[config.mk]
export PLATFORM = sky130hd
export DESIGN_NAME = tv_ctl_regs
export DESIGN_NICKNAME = d
export VERILOG_FILES = /design/src/logic/tv_pkg.sv /design/src/logic/tv_ctl_regs.sv
export VERILOG_INCLUDE_DIRS = /design/src /design/src/logic
export SDC_FILE = /design/constraint.sdc
export NUM_CORES = 1
export LEC_CHECK = 0
export BUFFER_PORTS_ARGS = -buffer_cell sky130_fd_sc_hd__buf_2
export CAP_MARGIN = 20
export CORE_MARGIN = 2
export CORE_UTILIZATION = 34
export CTS_CLUSTER_DIAMETER = 40
export DETAILED_ROUTE_END_ITERATION = 16
export PLACE_DENSITY = 0.74
export SLEW_MARGIN = 30
export SYNTH_ARGS = -nofsm -noshare
export SYNTH_HDL_FRONTEND = slang
export SYNTH_SLANG_ARGS = --single-unit
[constraint.sdc]
create_clock -name clk -period 0.8 [get_ports clk]
set_input_delay 0.2 -clock clk [delete_from_list [all_inputs] [get_ports clk]]
set_output_delay 0.2 -clock clk [all_outputs]
set_load 0.01 [all_outputs]
[src/logic/tv_defines.svh]
// TV slave parameters
`ifndef TV_DEFINES_SVH
`define TV_DEFINES_SVH

// Framebuffer window tag, addr[21:15] == octal 170
`define TV_FB_BASE      7'o170

// Register block tag, octal 17377760 >> 3 compared against addr[21:3]
`define TV_REG_BASE     19'o1737776

// VRAM geometry
`define TV_VRAM_AW      15
`define TV_VRAM_DEPTH   (1 << `TV_VRAM_AW)

// Cycles from first vram_req to the ready or done pulse
`define TV_VRAM_LAT     3

// Vertical tick period, short for simulation
`define TV_TICK_CYCLES  200

`endif

[src/logic/tv_pkg.sv]
// TV slave types

package tv_pkg;

   `include "tv_defines.svh"

   // CPU side request, held stable by the master until ack
   typedef struct packed {
      logic [21:0] addr;
      logic [31:0] wdata;
      logic        write;
   } bus_req_t;

   // Command to the VRAM controller
   typedef struct packed {
      logic [`TV_VRAM_AW-1:0] offset;
      logic [31:0]            wdata;
      logic                   write;
   } vram_cmd_t;

   // VRAM answer, ready for reads and done for writes
   typedef struct packed {
      logic [31:0] rdata;
      logic        ready;
      logic        done;
   } vram_rsp_t;

   // Bus slave FSM states
   typedef enum logic [1:0] {IDLE, WRITE, READ, DONE} slave_state_e;

endpackage

[src/logic/tv_ctl_regs.sv]
// TV control and status registers

`timescale 1ns/1ps

module tv_ctl_regs import tv_pkg::*; (
   input  logic         clk,
   input  logic         reset,
   input  logic         reg_wr,
   input  logic         reg_rd,
   input  logic [31:0]  reg_wdata,
   input  logic         tick,
   input  vram_rsp_t    vram_rsp,
   output logic [31:0]  rdata,
   output logic         interrupt
);

   logic int_en;
   logic int_flag;

   //////////////////////////////////////////////////////////////////////
   // Interrupt enable and flag

   // Bit 3 is the enable, bit 4 written as 1 clears the flag
   always_ff @(posedge clk) begin
      if (reset)
         int_en <= 1'b0;
      else if (reg_wr)
         int_en <= reg_wdata[3];
   end

   always_ff @(posedge clk) begin
      if (reset)
         int_flag <= 1'b0;
      else if (tick)
         // Tick wins over a clear in the same cycle
         int_flag <= 1'b1;
      else if (reg_wr && reg_wdata[4])
         int_flag <= 1'b0;
   end

   assign interrupt = int_en & int_flag;

   //////////////////////////////////////////////////////////////////////
   // Read data back to the bus

   always_ff @(posedge clk) begin
      if (reset)
         rdata <= '0;
      else if (reg_rd)
         rdata <= {27'b0, int_flag, int_en, 3'b0};
      else if (vram_rsp.ready)
         // Framebuffer read result
         rdata <= vram_rsp.rdata;
   end

   // rdata stays put while ack is held
   // so a long wait by the master
   // sees the same word

endmodule

==> results.py <==
metrics = {
    "routing": {
        "route.detailed.drc": 0,
        "firstDrtPassIters": 3,
        "ant_nets": 0,
        "vias": 1073,
        "drt-vias-per-instance": 4.38,
        "routed_wl_um": 2910,
        "drtIter0Drc": 24,
        "wl_per_cell_um": 11.9,
    },
    "synthesis": {
        "syn_avg_cell_area_um2": 11.2,
        "syn_inst": 114,
        "ys_ff_latch": 34,
        "synth_top_family_by_area": "multiplexers",
        "synth_xor_area_share_pct": 0,
        "netlist_area_mm2": 0.00128,
        "yosysSeqAreaShare_pct": 53.1,
        "synth_fa_ha_area_share_pct": 0,
        "synth-compound-area-share_pct": 2.54,
        "synthMuxAreaShare_pct": 25.8,
        "yosys.cell_types.count": 12,
        "synthSimpleGateAreaFrac_pct": 11.2,
        "ys_warn_count": 0,
        "syn-num-nets": 185,
    },
    "power_and_ir_drop": {
        "peakVddDrop_uv": 1120,
        "p_leak_nw": 1.01,
        "power.total_mw": 3.86,
        "combPwrFrac_pct": 13.3,
        "power_frac_clock_pct": 39.8,
        "seqPwrFrac_pct": 46.9,
        "p_sw_mw": 0.859,
        "switching_share_pct": 22.3,
        "intPower_mw": 3.00,
        "p_per_area_mw_per_mm2": 1860,
    },
    "global_route": {
        "grt_pass1_wl_um": 4740,
        "grt_usage_pct": 14.6,
        "grt_max_degree": 31,
        "grt-ovfl-total": 0,
        "antenna_found_initial": 0,
        "grt_pass1_vias": 1085,
    },
    "worst_setup_path": {
        "critPathCaptureType": "primary output",
        "reg2reg_depth": 3,
        "r2r_setup_slack_ns": -0.06,
        "cp.required_ns": 0.60,
        "crit_type": "reg -> out",
        "startpoint_type": "register",
        "crit_fanout": 2,
        "cp_data_arrival_time_ns": 0.86,
    },
    "die": {
        "die_w_um": 65.4,
        "rows": 22,
        "io_pins": 104,
        "initial_core_util_pct": 35.3,
        "die_h_um": 65.4,
        "dieArea_mm2": 0.00428,
        "core_mm2": 0.00363,
    },
    "clock_network": {
        "postCtsHoldBufs": 0,
        "cts_sinks": 34,
        "clock_path_buffers": 2,
        "root_buffer": "clkbuf_8",
        "clk_pin_slew_ns": 0.07,
        "cts_tree": "built",
        "clk_latency_ns": 0.28,
        "cts_made_buffers": 5,
        "htree_levels": 2,
    },
    "placement": {
        "place_congestion": 0.633,
        "dpl-instance-area_mm2": 0.00167,
        "hpwl_um": 1830,
        "dp.cells": 232,
        "place.port_buffers": 72,
    },
    "timing": {
        "skew_ns": 0.000252,
        "hold_ws_ns": 0.147,
        "fmax_ghz": 0.943,
        "tightest_slew_ns": 0.338,
        "hold_violations": 0,
        "finalSetupViolCount": 34,
        "slew_violations": 0,
        "maxSlewHeadroom_pct": 77.5,
        "final.period_utilization_pct": 133,
        "setup_slack_ns": -0.260,
        "rsz0062_at_grt": "true",
        "post-route-min-period_ns": 1.06,
    },
    "final_layout": {
        "drive_gt1_share_pct": 64.5,
        "antenna_cells": 0,
        "area_growth_pct": 62.0,
        "nets": 267,
        "nFillCells": 329,
        "final_cell_count_no_fill": 245,
        "finish.instance_area_mm2": 0.00208,
    },
    "run": {
        "maxCapViolCount": 0,
    },
    "status": {
        "status": "finished with violations",
        "violations": "negative setup slack",
    },
    "hold_path": {
        "hold_depth": 3,
        "hold_path_class": "in -> reg",
    },
}
-- routing by layer --
metal / global-route usage [%] / vias up / part of all wire [%]
met4: 4.69 / 0 / 1.0
met2: 24.0 / 58 / 48
li1: - / 542 / -
met1: 16.3 / 468 / 41
met3: 7.53 / 5 / 10
met5: 0 / - / 0
-- what timing repair did --
action                     in CTS  in global routing
pin swaps                       0                  1
buffers inserted                1                  4
setup endpoints to repair      33                 34
gates resized for setup        66                  2
-- registers in the layout (all words and copies together), names as in the netlist --
name,count
int_flag,1
rdata,32
int_en,1
-- worst max-delay path, cell delays in order (launching register included) --
cell and delay (ns):
dfxtp_2 0.32, and2_1 0.14, buf_2 0.13
-- layout by cell type, fill, tap and decap left out, types with 2 or more instances in the layout --
cell,Yosys,routed
buf_2,0,40
dfxtp_2,0,34
buf_6,4,33
mux2i_1,33,32
nor2_1,31,31
buf_4,0,7
clkbuf_8,0,5
nor2b_1,2,2
a211oi_1,2,2
clkinvlp_4,0,2
buf_12,0,2
-- area by class of cell --
| class | instances | area, um^2 | share of cell area [%] |
|---|---|---|---|
| Clock buffer | 5 | 68.8 | 3.32 |
| Clock inverter | 3 | 45.0 | 2.17 |
| Inverter | 1 | 3.75 | 0.181 |
| Multi-Input combinational cell | 72 | 510 | 24.6 |
| Sequential cell | 34 | 723 | 34.8 |
| Tap cell | 48 | 60.1 | 2.89 |
| Timing Repair Buffer | 82 | 664 | 32.0 |
-- path summary, 6_finish.rpt --
path / start / endpoint
max reg2reg: int_flag$_SDFFE_PP0P_ / int_flag$_SDFFE_PP0P_
min reg2reg: rdata[23]$_SDFFE_PP0P_ / rdata[23]$_SDFFE_PP0P_
min: vram_rsp[13] / rdata[11]$_SDFFE_PP0P_
max: int_flag$_SDFFE_PP0P_ / interrupt
-- power by group through the flow --
stage	combinational, mW	sequential, mW	clock [mW]
2_1_floorplan	0.227	1.85	0
3_3_place_gp	0.418	1.82	0
3_5_place_dp	0.428	1.82	0
4_1_cts	0.495	1.81	1.60
5_1_grt	0.559	1.82	1.67
6_report	0.512	1.81	1.54
-- cell families (layout without fill, tap and decap cells) --
kind of cell	Yosys count	count (layout)
mux	33	33
simple gates	35	35
buf+inv	8	91
flops	34	34
compound gates	4	4
-- through the flow --
step	TNS [ns]	setup slack [ns]	utilization [%]
after global placement	-4.49	-0.172	46.1
after detailed placement	-5.34	-0.202	46.1
final	-4.09	-0.260	57.1
after CTS	-4.48	-0.276	56.1
after global routing	-5.20	-0.296	57.1
after floorplan	0	0.0179	-
-- cells in the mapped netlist --
library cell  count  area (um^2)
dfxtp_1          34          681
mux2i_1          33          330
nor2_1           31          116
buf_6             4         45.0
buf_8             3         45.0
a211oi_1          2         15.0
nor2b_1           2         12.5
a21boi_0          1         7.51
and2_1            1         6.26
inv_1             1         3.75
o21ba_2           1         10.0
or2_4             1         8.76
(Power assumes the default switching activity.)
