## config.mk

```make
export PLATFORM = sky130hd
export DESIGN_NAME = tv_bus_fsm
export DESIGN_NICKNAME = d
export VERILOG_FILES = /design/src/logic/tv_pkg.sv /design/src/logic/tv_bus_fsm.sv
export VERILOG_INCLUDE_DIRS = /design/src /design/src/logic
export SDC_FILE = /design/constraint.sdc
export NUM_CORES = 1
export LEC_CHECK = 0
export CORE_AREA = 2 2 69 71
export CTS_BUF_LIST = sky130_fd_sc_hd__clkbuf_8 sky130_fd_sc_hd__clkbuf_16
export CTS_CLUSTER_SIZE = 24
export DETAILED_ROUTE_END_ITERATION = 16
export DIE_AREA = 0 0 71 73
export DONT_BUFFER_PORTS = 1
export HOLD_SLACK_MARGIN = 0.15
export MAX_ROUTING_LAYER = met4
export SETUP_SLACK_MARGIN = 0.1
export SYNTH_ARGS = -nofsm -noshare
export SYNTH_HDL_FRONTEND = slang
export SYNTH_SLANG_ARGS = --single-unit
```

## constraint.sdc

```tcl
create_clock -name clk -period 2.9 [get_ports clk]
set_input_delay 0.29 -clock clk [delete_from_list [all_inputs] [get_ports clk]]
set_output_delay 0.29 -clock clk [all_outputs]
set_load 0.02 [all_outputs]
```

## src/logic/tv_defines.svh

```systemverilog
// TV slave parameters
`ifndef TV_DEFINES_SVH
`define TV_DEFINES_SVH

// Framebuffer window tag, addr[21:15] == octal 170
`define TV_FB_BASE      7'o170

// Register block tag, octal 17377760 >> 3 compared against addr[21:3]
`define TV_REG_BASE     19'o1737776

// VRAM geometry
`define TV_VRAM_AW      15
`define TV_VRAM_DEPTH   (1 << `TV_VRAM_AW)

// Cycles from first vram_req to the ready or done pulse
`define TV_VRAM_LAT     3

// Vertical tick period, short for simulation
`define TV_TICK_CYCLES  200

`endif

```

## src/logic/tv_pkg.sv

```systemverilog
// TV slave types

package tv_pkg;

   `include "tv_defines.svh"

   // CPU side request, held stable by the master until ack
   typedef struct packed {
      logic [21:0] addr;
      logic [31:0] wdata;
      logic        write;
   } bus_req_t;

   // Command to the VRAM controller
   typedef struct packed {
      logic [`TV_VRAM_AW-1:0] offset;
      logic [31:0]            wdata;
      logic                   write;
   } vram_cmd_t;

   // VRAM answer, ready for reads and done for writes
   typedef struct packed {
      logic [31:0] rdata;
      logic        ready;
      logic        done;
   } vram_rsp_t;

   // Bus slave FSM states
   typedef enum logic [1:0] {IDLE, WRITE, READ, DONE} slave_state_e;

endpackage

```

## src/logic/tv_bus_fsm.sv

```systemverilog
// TV bus slave handshake

`timescale 1ns/1ps

`include "tv_defines.svh"

module tv_bus_fsm import tv_pkg::*; (
   input  logic         clk,
   input  logic         reset,
   input  logic         req,
   input  bus_req_t     bus,
   input  vram_rsp_t    vram_rsp,
   output logic         ack,
   output logic         decode,
   output logic         vram_req,
   output vram_cmd_t    vram_cmd,
   output logic         reg_wr,
   output logic         reg_rd,
   output logic [31:0]  reg_wdata
);

   slave_state_e state;
   slave_state_e state_nx;
   logic         in_fb;
   logic         in_reg;

   //////////////////////////////////////////////////////////////////////
   // Address decode

   assign in_fb  = bus.addr[21:15] == `TV_FB_BASE;
   assign in_reg = bus.addr[21:3] == `TV_REG_BASE;

   // Only while the master is asking
   assign decode = req && (in_fb || in_reg);

   //////////////////////////////////////////////////////////////////////
   // Slave FSM

   always_comb begin
      state_nx = state;
      case (state)
         IDLE: begin
            // Framebuffer goes through VRAM, registers answer at once
            if (req && in_fb)
               state_nx = bus.write ? WRITE : READ;
            else if (req && in_reg)
               state_nx = DONE;
         end
         WRITE: if (vram_rsp.done) state_nx = DONE;
         READ:  if (vram_rsp.ready) state_nx = DONE;
         // Hold ack until req drops
         DONE:  if (!req) state_nx = IDLE;
         default: state_nx = IDLE;
      endcase
   end

   always_ff @(posedge clk) begin
      if (reset)
         state <= IDLE;
      else
         state <= state_nx;
   end

   assign ack = state == DONE;

   // Register strobes, one cycle, in the IDLE cycle that sees req
   assign reg_wr    = (state == IDLE) && req && in_reg && bus.write;
   assign reg_rd    = (state == IDLE) && req && in_reg && !bus.write;
   assign reg_wdata = bus.wdata;

   // VRAM command straight off the held bus fields
   assign vram_req        = (state == WRITE) || (state == READ);
   assign vram_cmd.offset = bus.addr[`TV_VRAM_AW-1:0];
   assign vram_cmd.wdata  = bus.wdata;
   assign vram_cmd.write  = state == WRITE;

endmodule

```

==> results.md <==
- Starting density of the core: 0.1945
- Largest fanout on the critical path: 6
- Mean Syn Cell Area: between 7 and 8 um^2
- Post-CTS setup buffers: 0
- DR WL/cell: ~16 um
- Antenna Cells: 0
- DR iter-0 viols: 20
- HP Start: reset
- Vias in the first global route: approximately 390
- Post-layout net count: 138
- Die Wd: between 70 and 80 um
- Worst Hold End: state[0]
- Crit-path slowest cell: nor2_1
- Largest reg by FF count: state
- PwrDens: 381.5 nW/um^2
- Dpl cell area: between 300 and 400 um^2
- Cell area after synthesis: between 800 and 900 um^2
- Antenna Violating Nets Remaining: 0
- Gates resized, CTS repair: 0
- Maxcap violations: 0
- Gpl congestion: roughly 0.7
- Vias per Instance: 3.553
- I/O pin cnt: between 150 and 200
- CP Launch Type: flop
- Bufs on Longest Clock Path: 2
- Post-synth cell types: 20
- Clk_lat worst skew: roughly 0.21 ns
- Design area: between 300 and 400 um^2
- Core ar.: roughly 4500 um^2
- Fmax: slightly above 0.6 GHz
- H-tree Lvls: 1
- Leakage power: roughly 0.17 nW
- Biggest regs: state (2)
- Clock share of power: 0.721
- Post-synthesis sequential area ratio: 0.04539
- Reg2Reg Setup Slack: between 1 and 1.5 ns
- Cells after synthesis: around 120
- Total GRT Usage: 0.05865
- Dpl hpwl: 1323 um
- Largest net degree at the start of global routing: 7
- Yosys reg bits: 2
- Hold-fix buffers, CTS: 0
- HP Class: in -> reg
- Drc violations: 0
- Die height: about 73 um
- Final worst clock skew: 0.0006133 ns
- Actual slew at the worst max-slew pin: between 0.4 and 0.5 ns
- Status: complete, no violations
- Clock Sinks: 2
- Crit. End Element: primary output
- Reg2reg start: state[1]
- Crit path cell chain: inv_1 > ha_1 > nand3_1 > nor2_1
- CTS tree: yes
- Crit path DAT: approximately 1.4 ns
- RSZ-0062 raised after global routing: false
- Die footprint: just over 5000 um^2
- Tmin final: 1.655 ns
- Placed cells: 91
- Num CTS Buffers: 3
- Int Power: about 0.00012 W
- Critical Path Max Stage Delay: 0.36 ns
- FF-to-FF path depth: 5
- # rows: 25
- R2R Path End: state[1]
- Crit Path Class: reg -> out
- Setup_tns: 0 ns
- Via count: between 300 and 400
- YS warnings: 0
- Layout cells sized above 1: 0.1500
- Pwr Total: between 0.00015 and 0.0002 W
- Finished Layout Cells: 94
- Global route total overflow: 0
- Switching Fraction: 0.1943
- Area Growth Syn to Fin: -54.89%
- # setup viols final: 0
- Max reg flops: 2
- Slew Limit Fails: 0
- Worst Path Required: between 2 and 3 ns
- Peak VDD IR: around 0.00024 V
- Post-Synthesis Net Count: between 200 and 250
- Fin. Hold Viols: 0
- Fill count: 523
- Switch Pwr: approximately 0.00003 W
- Initial antenna violation count: 0
- Cells on Worst Hold Path: 2
- Flop pwr share: 0.187
- Port bufs: 0
- Drt first pass iters: 4
- Final critical-path share of the clock period: 0.5706
- DRT Wirelength: around 1500 um
- Root Driver: clkbuf_8
- Worst slew margin: 0.7212
- First-pass GRT wire length: between 2000 and 2500 um
- Clock transition at the registers of the reported paths: around 0.030 ns
- Comb power frac: 0.091
-- Yosys cell counts (all sizes together) --
master / number / area (um^2)
or2: 1 / 6.260
ha: 4 / 50.05
a222oi: 1 / 10.01
and2: 1 / 7.510
nand3: 1 / 5.000
nor4: 1 / 6.260
dfxtp: 2 / 40.04
o21ai: 1 / 5.000
buf: 79 / 593.1
inv: 6 / 22.52
nand2b: 3 / 18.77
nand4b: 1 / 8.760
nand4: 3 / 18.77
mux2i: 2 / 20.02
o41ai: 1 / 16.27
nand2: 1 / 3.750
nor2: 4 / 15.01
a41o: 2 / 20.02
o21bai: 1 / 7.510
o211ai: 1 / 7.510
-- cells by family after synthesis --
group           after synthesis  synth area share
buf+inv                      85            0.6979
simple gates                 16            0.1021
compound gates                7           0.07518
fa+ha+maj                     4           0.05674
mux                           2           0.02270
flops                         2           0.04539
-- worst max path at each step --
stage                         from      to  slack, ns  cells after the start
after floorplan            bus[36]  reg_rd       1.46                      4
after global placement     bus[36]  reg_wr       1.19                      4
after detailed placement   bus[36]  reg_wr       1.19                      4
after CTS                  bus[36]  reg_wr       1.19                      4
after global routing      state[0]  reg_wr       1.15                      4
final                     state[0]  reg_wr       1.25                      4
-- metal layers --
layer  up-vias  global-route usage  wire (um)
met5         -                   -          0
met2        35             0.08515        693
met4         0             0.09015        150
li1        142                   -          -
met1       136             0.04620        427
met3        21             0.02348        222
-- worst max-delay path, delay by kind of cell, from the launching register on --
family / cells / cell delay (ns)
fa+ha+maj: 1 / 0.25
buf+inv: 1 / 0.09
flops: 1 / 0.32
simple gates: 2 / 0.49
-- per-stage QoR --
stage	util	setup WS, ns	hold WS (ns)
global placement	0.07862	1.187	0.4942
finish	0.08772	1.245	0.2753
floorplan	-	1.459	0.4736
detailed placement	0.07862	1.188	0.4910
CTS	0.08772	1.187	0.2715
global route	0.08772	1.148	0.2948
-- cell usage in the layout (no fill, tap or decap), types with 2 or more instances in the layout --
cell	Yosys	routed
nand4_1	3	3
inv_1	6	6
mux2i_1	2	2
nor2_1	4	4
ha_1	4	4
a41o_1	2	2
clkbuf_8	0	3
nand2b_1	3	3
dfxtp_1	2	2
-- area by class of cell --
| class | instances | area [um^2] | share of cell area |
|---|---|---|---|
| Inverter | 6 | 22.52 | 0.05660 |
| Tap cell | 54 | 67.56 | 0.1698 |
| Sequential cell | 2 | 40.04 | 0.1006 |
| Clock buffer | 3 | 41.29 | 0.1038 |
| Multi-Input combinational cell | 29 | 226.5 | 0.5692 |
-- power by group through the flow --
stage	registers, W	clock network, W	logic (W)
after detailed placement	0.0000288	0	0.0000146
after global placement	0.0000288	0	0.0000142
final	0.0000285	0.000109	0.0000138
after CTS	0.0000285	0.000113	0.0000146
after global routing	0.0000285	0.000115	0.0000160
after floorplan	0.0000287	0	0.000171
(Power assumes the default switching activity.)
