`src/logic/tv_defines.svh`:
```
// TV slave parameters
`ifndef TV_DEFINES_SVH
`define TV_DEFINES_SVH

// Framebuffer window tag, addr[21:15] == octal 170
`define TV_FB_BASE      7'o170

// Register block tag, octal 17377760 >> 3 compared against addr[21:3]
`define TV_REG_BASE     19'o1737776

// VRAM geometry
`define TV_VRAM_AW      15
`define TV_VRAM_DEPTH   (1 << `TV_VRAM_AW)

// Cycles from first vram_req to the ready or done pulse
`define TV_VRAM_LAT     3

// Vertical tick period, short for simulation
`define TV_TICK_CYCLES  200

`endif

```
`src/logic/hz60_timer.sv`:
```
// Vertical tick timer

`timescale 1ns/1ps

`include "tv_defines.svh"

module hz60_timer (
   input  logic clk,
   input  logic reset,
   output logic tick
);

   localparam int PERIOD = `TV_TICK_CYCLES;
   localparam int CW     = $clog2(PERIOD + 1);

   // Cycle index within the period, 1 in the first cycle after reset
   logic [CW-1:0] cnt;

   //////////////////////////////////////////////////////////////////////
   // Counter runs 1..PERIOD and wraps

   always_ff @(posedge clk) begin
      if (reset) begin
         cnt  <= CW'(1);
         tick <= 1'b0;
      end else begin
         if (cnt == CW'(PERIOD))
            cnt <= CW'(1);
         else
            cnt <= cnt + CW'(1);
         // Registered so tick is high while cnt == PERIOD
         tick <= cnt == CW'(PERIOD - 1);
      end
   end

endmodule

```
`config.mk`:
```
export PLATFORM = sky130hd
export DESIGN_NAME = hz60_timer
export DESIGN_NICKNAME = d
export VERILOG_FILES = /design/src/logic/hz60_timer.sv
export VERILOG_INCLUDE_DIRS = /design/src /design/src/logic
export SDC_FILE = /design/constraint.sdc
export NUM_CORES = 1
export LEC_CHECK = 0
export ABC_AREA = 0
export ABC_CLOCK_PERIOD_IN_PS = 1300
export BUFFER_PORTS_ARGS = -buffer_cell sky130_fd_sc_hd__buf_2
export CAP_MARGIN = 40
export CORE_AREA = 2 2 39 41
export DETAILED_ROUTE_END_ITERATION = 10
export DIE_AREA = 0 0 41 43
export GPL_ROUTABILITY_DRIVEN = 0
export PLACE_DENSITY_LB_ADDON = 0.25
export REMOVE_ABC_BUFFERS = 1
export SYNTH_ARGS = -nofsm -noshare
export SYNTH_HDL_FRONTEND = slang
export SYNTH_SLANG_ARGS = --single-unit
```
`constraint.sdc`:
```
create_clock -name clk -period 1.3 [get_ports clk]
set_input_delay 0.26 -clock clk [delete_from_list [all_inputs] [get_ports clk]]
set_output_delay 0.26 -clock clk [all_outputs]
set_load 0.05 [all_outputs]
```
==> metrics, run 1 <==
run status=finished, final reports clean; most common library cell in the layout ignoring fill and taps=dfxtp_1; Routed Antenna Nets=0; # setup viols final=0; CTS tree=yes; Tot Pwr=0.569 mW; starting density of the core=0.283; slew of the pin with the lowest slew margin=0.307 ns; Post-Syn Area=392 um2; Max transition margin=0.793; DRC Markers=0; Nets=54; cts bufs inserted=3; maximum vdd drop=0.000583 V; YS warnings=0; Synth area leaders=dfxtp_1, ha_1, or3_1; DRT Wirelength=657 um; Die Area=1760 um2; critical-path maximum fanout=8; vias in the first global route=287; required time worst endpoint=1.45 ns; # hold bufs at CTS=0; Syn Inst Count=42; RSZ-0062 raised after global routing=no; Max-Cap Viols=0; critical-path cell list=inv_1 > ha_1 > a41o_4 > or2_1; Slowest-stage cell, CP=dfxtp_1; Yosys top cell area share=0.460; Seq/Total Area, Yosys=0.460; Post-Place Cell Area=432 um2; CP endpoint kind=flop; Max clock buf depth=2; Root Buffer=clkbuf_4; Worst-path clk slew=0.06 ns; Die W=41 um; FMAX=814 MHz; FP Rows=14; clock latency at the later pin of the worst-skew pair=0.26 ns; Hold Crit Class=in2reg; first-pass GRT wire length=1.15 mm; # diodes=0; # clock sinks=9; Port Buffer Count=2; Core Area=1380 um2; area growth from synthesis to layout=19.8%; # H-tree levels=1; Finished Cell Area=469 um2; via count=294; final slew viol count=0; Synth area leader=dfxtp_1; vias per cell=4.52; synthesized area per cell=9.32 um2; setup TNS=0 ns; Cell Pwr Density=1210 nW/um2; Crit path max-delay family=flip-flops; final worst path period need=1.23 ns; commonest non-fill, non-tap cells in the layout=dfxtp_1, inv_1, nor2_1; initial antenna violation count=0; WL/cell=10.1 um; largest net degree at the start of global routing=9; Top Ports=3; Total GRT Usage=0.107; initial DRC count=2; Die Ht=43 um; Static Leakage=0.175 nW; final hold viol count=0; Post-DP HPWL=490 um; Max stage delay on crit path=0.38 ns; Buf/Inv on CP=1; CP Data Arrival Time=1.38 ns; critical path startpoint category=flop; Tcrit/Tclk final=0.945; Overflow after GRT=0; final clock skew=0.000721 ns; library cells used by synthesis=18; Crit Path Class=reg2reg; router iterations before antenna repair=4; flops & latches, synth=9; share of layout cells above drive strength 1=0.224
-- timing repair --
item | in CTS | in global routing
gates resized for setup | 0 | 2
buffers inserted | 0 | 0
endpoints found under the setup margin | 0 | 8
-- Yosys cell counts --
cell type  instances
inv_1              4
nor2_1             4
or3_1              3
ha_1               2
a41o_2             1
dfxtp_1            9
xnor2_1            1
clkbuf_2           1
nor4bb_2           1
nor4b_1            1
or2_1              1
nand3_1            2
xor2_1             2
a21oi_1            3
nand2_1            2
nand3_2            1
o21ai_0            3
nand4_1            1
-- state kept, by name, summed over array words and instances, names as in the netlist --
register  flops
tick          1
cnt           8
-- cell families (layout without fill, tap and decap cells) --
kind of cell / Yosys count / in the layout / synth area share
and+or+nand+nor: 16 / 16 / 0.252
DFF: 9 / 9 / 0.460
AOI/OAI and AO/OA: 7 / 7 / 0.105
buffers and inverters: 5 / 12 / 0.0511
xor gates and xnor gates: 3 / 3 / 0.0671
adders and majority gates: 2 / 2 / 0.0639
-- report_power, final --
group | switching (mW) | leakage (nW) | total (mW) | internal, mW
Sequential | 0.0158 | 0.0732 | 0.304 | 0.289
Combinational | 0.0236 | 0.0863 | 0.0486 | 0.0250
Clock | 0.0979 | 0.0150 | 0.216 | 0.118
Total | 0.137 | 0.175 | 0.569 | 0.432
-- per-layer routing --
layer | global-route usage | share of wire
met4 | 0.120 | 0.012
met1 | 0.131 | 0.50
met2 | 0.131 | 0.45
met5 | 0 | 0
met3 | 0.0314 | 0.030
-- final cells by class --
class                           instances  area, um2
Clock buffer                            4       26.3
Tap cell                               16       20.0
Sequential cell                         9        181
Multi-Input combinational cell         28        201
Timing Repair Buffer                    4       25.0
Fill cell                             148        915
Inverter                                4       15.0
-- final timing paths --
check / to / startpoint / depth (start not counted) / slack, ns
worst max register to register: cnt[0] / cnt[1] / 4 / 0.07
worst min-delay path: tick / reset / 2 / 0.19
worst min register to register: cnt[7] / cnt[7] / 2 / 0.49
worst max-delay path: cnt[0] / cnt[1] / 4 / 0.07
-- per-stage QoR --
| step | util | instances | worst slack, ns | hold WS [ns] |
|---|---|---|---|---|
| after floorplan | - | 41 | 0.107 | 0.337 |
| after global placement | 0.312 | 61 | 0.0205 | 0.448 |
| after detailed placement | 0.312 | 61 | 0.0272 | 0.450 |
| after CTS | 0.331 | 65 | 0.0161 | 0.173 |
| after global routing | 0.339 | 65 | 0.0104 | 0.180 |
| final | 0.339 | 65 | 0.0717 | 0.188 |
(Power assumes the default switching activity.)
==> inputs of run 2 (changes only) <==
--- a/config.mk
+++ b/config.mk
@@ -10,9 +10,9 @@
 export ABC_CLOCK_PERIOD_IN_PS = 1300
 export BUFFER_PORTS_ARGS = -buffer_cell sky130_fd_sc_hd__buf_2
 export CAP_MARGIN = 40
-export CORE_AREA = 2 2 39 41
+export CORE_MARGIN = 2
+export CORE_UTILIZATION = 30
 export DETAILED_ROUTE_END_ITERATION = 10
-export DIE_AREA = 0 0 41 43
 export GPL_ROUTABILITY_DRIVEN = 0
 export PLACE_DENSITY_LB_ADDON = 0.25
 export REMOVE_ABC_BUFFERS = 1
==> run 2 against run 1 <==
Non-clock buffer count did not move. Critical endpoint unchanged. Clock-buffer cell count did not move. Largest power group unchanged. Clock skew rose by 0.0046 ns. Die area fell by 8.7%. Largest cell class unchanged. Highest routed layer is now met3. Fmax fell by 1.1%.
==> metrics, run 2 (synthesis gave the netlist of run 1 again) <==
vias in the first global route=270; via count=300; Top Ports=3; FF-to-FF path depth=4; area growth from synthesis to layout=17.3%; initial antenna violation count=0; critical-path maximum fanout=8; hold endpoint=tick; # hold bufs at CTS=0; Worst-path clk slew=0.06 ns; Port Buffer Count=2; Max stage delay on crit path=0.34 ns; critical-path cell list=inv_1 > ha_1 > a41o_2 > or2_1; WL/cell=9.81 um; # clock sinks=9; required time worst endpoint=1.45 ns; Routed Antenna Nets=0; Die Ht=40.1 um; Cell Pwr Density=1220 nW/um2; Min-Delay Path Depth=2; Crit path max-delay family=flip-flops; maximum vdd drop=0.000561 V; vias per cell=4.69; WL met1=309 um; final clock skew=0.00528 ns; Root Buffer=clkbuf_4; slew of the pin with the lowest slew margin=0.255 ns; # diodes=0; Post-DP HPWL=449 um; sw frac=0.237; DRT Wirelength=628 um; max FFs per register=8; CP Data Arrival Time=1.39 ns; WP depth=4; Tcrit/Tclk final=0.955; # H-tree levels=1; clock latency at the later pin of the worst-skew pair=0.26 ns; Int Power=0.426 mW; DRC Markers=0; first-pass GRT wire length=1.06 mm; initial DRC count=2; Seq pwr share=0.546; setup TNS=0 ns; share of layout cells above drive strength 1=0.245; Gate power share=0.071; Hold Crit Class=in2reg; Crit Path Class=reg2reg; cts repair resizes=0; Buf/Inv on CP=1; HP Start=reset; Die Area=1610 um2; # setup viols final=0; Core Area=1250 um2; RSZ-0062 raised after global routing=no; largest net degree at the start of global routing=9; Nets=54; Finished Cell Area=459 um2; final worst path period need=1.24 ns; Clk pwr share=0.383; worst slack at placement=0.0313 ns; commonest non-fill, non-tap cells in the layout=dfxtp_1, inv_1, nor2_1; P_sw=0.132 mW; router iterations before antenna repair=2; Slowest-stage cell, CP=dfxtp_2; reg-to-reg critical path endpoint=cnt[0]; CP endpoint kind=flop; biggest regs=cnt x8, tick x1; starting density of the core=0.313; FMAX=805 MHz; DR WL met2=292 um; Max transition margin=0.828; Max clock buf depth=2; FF-to-FF Start=cnt[0]; critical path startpoint category=flop; cts bufs inserted=3; Setup Fix Bufs, Post-CTS=0; Met3 Wirelength=26 um; FP Rows=13; setup ws final=0.0585 ns; final slew viol count=0; Static Leakage=0.175 nW; most common library cell in the layout ignoring fill and taps=dfxtp_1; run status=finished, final reports clean; Post-Place Cell Area=430 um2; Max-Cap Viols=0; Die W=40.1 um; worst reg2reg setup slack=0.06 ns; CTS tree=yes; Total GRT Usage=0.103; final hold viol count=0; Top Metal Used=met3; Overflow after GRT=0; largest register by flop count=cnt
## run 2: cell types whose count changed in the layout (fill, tap and decap cells not counted)
| cell | previous run | this run |
|---|---|---|
| a41o_2 | 0 | 1 |
| a41o_4 | 1 | 0 |
| dfxtp_1 | 8 | 7 |
| dfxtp_2 | 1 | 2 |
## run 2: worst max path at each step
stage	slack (ns)	from	end
after floorplan	0.11	cnt[0]	cnt[0]
after global placement	0.03	cnt[0]	cnt[0]
after detailed placement	0.03	cnt[0]	cnt[0]
after CTS	0.02	cnt[0]	cnt[0]
after global routing	0.01	cnt[0]	cnt[0]
final	0.06	cnt[0]	cnt[0]
## run 2: area by class of cell
type / instances / area (um2)
multi-input combinational: 28 / 191
tap: 15 / 18.8
timing repair buffer: 4 / 25.0
clock buffer: 4 / 26.3
inverter: 4 / 15.0
sequential: 9 / 183
fill: 120 / 793
## run 2: through the flow
step / utilization / total power [mW] / hold WS, ns / std cells
after floorplan: - / 0.339 / 0.337 / 41
after global placement: 0.344 / 0.350 / 0.444 / 60
after detailed placement: 0.344 / 0.349 / 0.444 / 60
after CTS: 0.365 / 0.569 / 0.163 / 64
after global routing: 0.367 / 0.590 / 0.177 / 64
final: 0.367 / 0.559 / 0.173 / 64
## run 2: layer usage
metal	track usage	up-vias
met5	0	-
met3	0.0333	0
met2	0.137	4
li1	-	158
met1	0.136	138
met4	0.0776	0
## run 2: power groups by stage
stage / Clock, mW / Sequential, mW / Combinational (mW)
after floorplan: 0 / 0.306 / 0.0321
after global placement: 0 / 0.309 / 0.0406
after detailed placement: 0 / 0.309 / 0.0396
after CTS: 0.226 / 0.303 / 0.0402
after global routing: 0.237 / 0.306 / 0.0463
final: 0.214 / 0.305 / 0.0398
==> inputs of run 3 (changes only) <==
--- a/config.mk
+++ b/config.mk
@@ -6,9 +6,9 @@
 export SDC_FILE = /design/constraint.sdc
 export NUM_CORES = 1
 export LEC_CHECK = 0
-export ABC_AREA = 0
+export ABC_AREA = 1
 export ABC_CLOCK_PERIOD_IN_PS = 1300
-export BUFFER_PORTS_ARGS = -buffer_cell sky130_fd_sc_hd__buf_2
+export BUFFER_PORTS_ARGS = -buffer_cell sky130_fd_sc_hd__buf_4
 export CAP_MARGIN = 40
 export CORE_MARGIN = 2
 export CORE_UTILIZATION = 30
@@ -16,6 +16,7 @@
 export GPL_ROUTABILITY_DRIVEN = 0
 export PLACE_DENSITY_LB_ADDON = 0.25
 export REMOVE_ABC_BUFFERS = 1
+export SETUP_SLACK_MARGIN = 0.05
 export SYNTH_ARGS = -nofsm -noshare
 export SYNTH_HDL_FRONTEND = slang
 export SYNTH_SLANG_ARGS = --single-unit
==> run 3 against run 2 <==
Fmax increased by 15%. Largest cell class unchanged. Die area increased by 22%. Via count increased by 33%. Clock power about the same. Final area increased by 20%. Critical path depth increased by 3.
==> metrics, run 3 <==
run status=finished, final reports clean; # H-tree levels=1; final worst path period need=1.08 ns; vias per cell=4.38; cts bufs inserted=3; Post-Syn Area=487 um2; Die Ht=44.3 um; Final Core Density=0.365; library cells used by synthesis=20; most common library cell in the layout ignoring fill and taps=nand2_1; Cell Pwr Density=1040 nW/um2; Overflow after GRT=0; first-pass GRT wire length=1.47 mm; biggest regs=cnt x8, tick x1; max FFs per register=8; Syn Inst Count=69; Total GRT Usage=0.107; Max-Cap Viols=0; most frequent cell after synthesis=nand2_1; Max clock buf depth=2; final hold viol count=0; commonest non-fill, non-tap cells in the layout=nand2_1, inv_1, dfxtp_1; Max transition margin=0.839; Seq/Total Area, Yosys=0.370; largest register by flop count=cnt; critical path startpoint category=flop; Synth area leaders=dfxtp_1, nand2_1, inv_1; DRT Wirelength=768 um; Core Area=1510 um2; worst hold margin=0.188 ns; clock latency at the later pin of the worst-skew pair=0.26 ns; Routed Antenna Nets=0; Top Ports=3; DRC Markers=0; setup TNS=0 ns; Die Area=1960 um2; Worst-path clk slew=0.06 ns; Post-DP HPWL=635 um; vias in the first global route=355; area growth from synthesis to layout=13.1%; Commonest cells post-synth=nand2_1, inv_1, dfxtp_1; Die W=44.3 um; starting density of the core=0.323; maximum vdd drop=0.000434 V; initial DRC count=11; final clock skew=0.00156 ns; FP Rows=14; # hold bufs at CTS=0; Root Buffer=clkbuf_4; worst reg2reg setup slack=0.22 ns; CTS tree=yes; slew of the pin with the lowest slew margin=0.240 ns; CP endpoint kind=flop; via count=399; RSZ-0062 raised after global routing=no; YS warnings=0; flops & latches, synth=9; share of layout cells above drive strength 1=0.227; final slew viol count=0; # diodes=0; Static Leakage=0.239 nW; synthesized area per cell=7.05 um2; required time worst endpoint=1.45 ns; Synth area leader=dfxtp_1; Port Buffer Count=2; WL/cell=8.44 um; CP Data Arrival Time=1.24 ns; critical-path maximum fanout=6; Setup Fix Bufs, Post-CTS=0; Tcrit/Tclk final=0.834; Tot Pwr=0.570 mW; largest net degree at the start of global routing=8; Hold Crit Class=in2reg; Post-synth EDFFs=0; # clock sinks=9; initial antenna violation count=0; Crit Path Class=reg2reg; router iterations before antenna repair=3; # setup viols final=0; Yosys top cell area share=0.370; Nets=80; FMAX=923 MHz; Most used DFF post-synth=dfxtp_1; fraction of registers with async set/reset=0
==> run 3: report_power, final <==
| part | internal, mW | switching (mW) |
|---|---|---|
| clock network | 0.114 | 0.102 |
| logic | 0.0216 | 0.0304 |
| registers | 0.288 | 0.0142 |
| total | 0.423 | 0.147 |
==> run 3: repair_timing <==
item | in CTS | in global routing
gates resized for setup | 0 | 1
endpoints found under the hold margin | 0 | 0
endpoints found under the setup margin | 0 | 1
==> run 3: layout make-up <==
cell class,count,area [um2]
fillers,163,956
multi-input cells,45,249
flip-flops and latches,9,181
inverters,15,57.6
clock buffers,3,22.5
well taps,16,20.0
repair buffers,2,15.0
clock inverters,1,5.00
==> run 3: critical path, stage by stage (launching register included) <==
cell     delay (ns)
dfxtp_2        0.34
inv_2          0.07
ha_1           0.17
inv_1          0.04
nor2_1         0.12
nand2_2        0.08
nand2_4        0.10
a21oi_1        0.05
==> run 3: logic make-up after synthesis <==
kind of cell | Yosys count | synth area share
AO/OA/AOI/OAI | 5 | 0.0591
XOR/XNOR | 1 | 0.0180
adder cells (fa/ha/maj) | 2 | 0.0514
buffers and inverters | 15 | 0.118
flip-flops | 9 | 0.370
AND/OR/NAND/NOR | 37 | 0.383
==> run 3: path summary, 6_finish.rpt <==
path,from,depth (start not counted),to
worst max register to register,cnt[0],7,cnt[4]
worst max-delay path,cnt[0],7,cnt[4]
worst min register to register,cnt[0],1,cnt[0]
worst min-delay path,reset,2,tick
==> run 3: through the flow <==
| step | instance area, um2 | cells | setup WS (ns) |
|---|---|---|---|
| floorplan | 487 | 69 | 0.291 |
| global placement | 522 | 87 | 0.207 |
| detailed placement | 522 | 87 | 0.192 |
| CTS | 549 | 91 | 0.177 |
| global route | 551 | 91 | 0.0704 |
| finish | 551 | 91 | 0.216 |
==> run 3: per-layer routing <==
layer | GRT usage | share of wire | routed length, um | vias to the layer above
li1 | - | - | - | 221
met1 | 0.136 | 0.49 | 378 | 172
met2 | 0.150 | 0.43 | 334 | 6
met3 | 0.0735 | 0.072 | 55 | 0
met4 | 0.0182 | 0 | 0 | 0
met5 | 0 | 0 | 0 | -
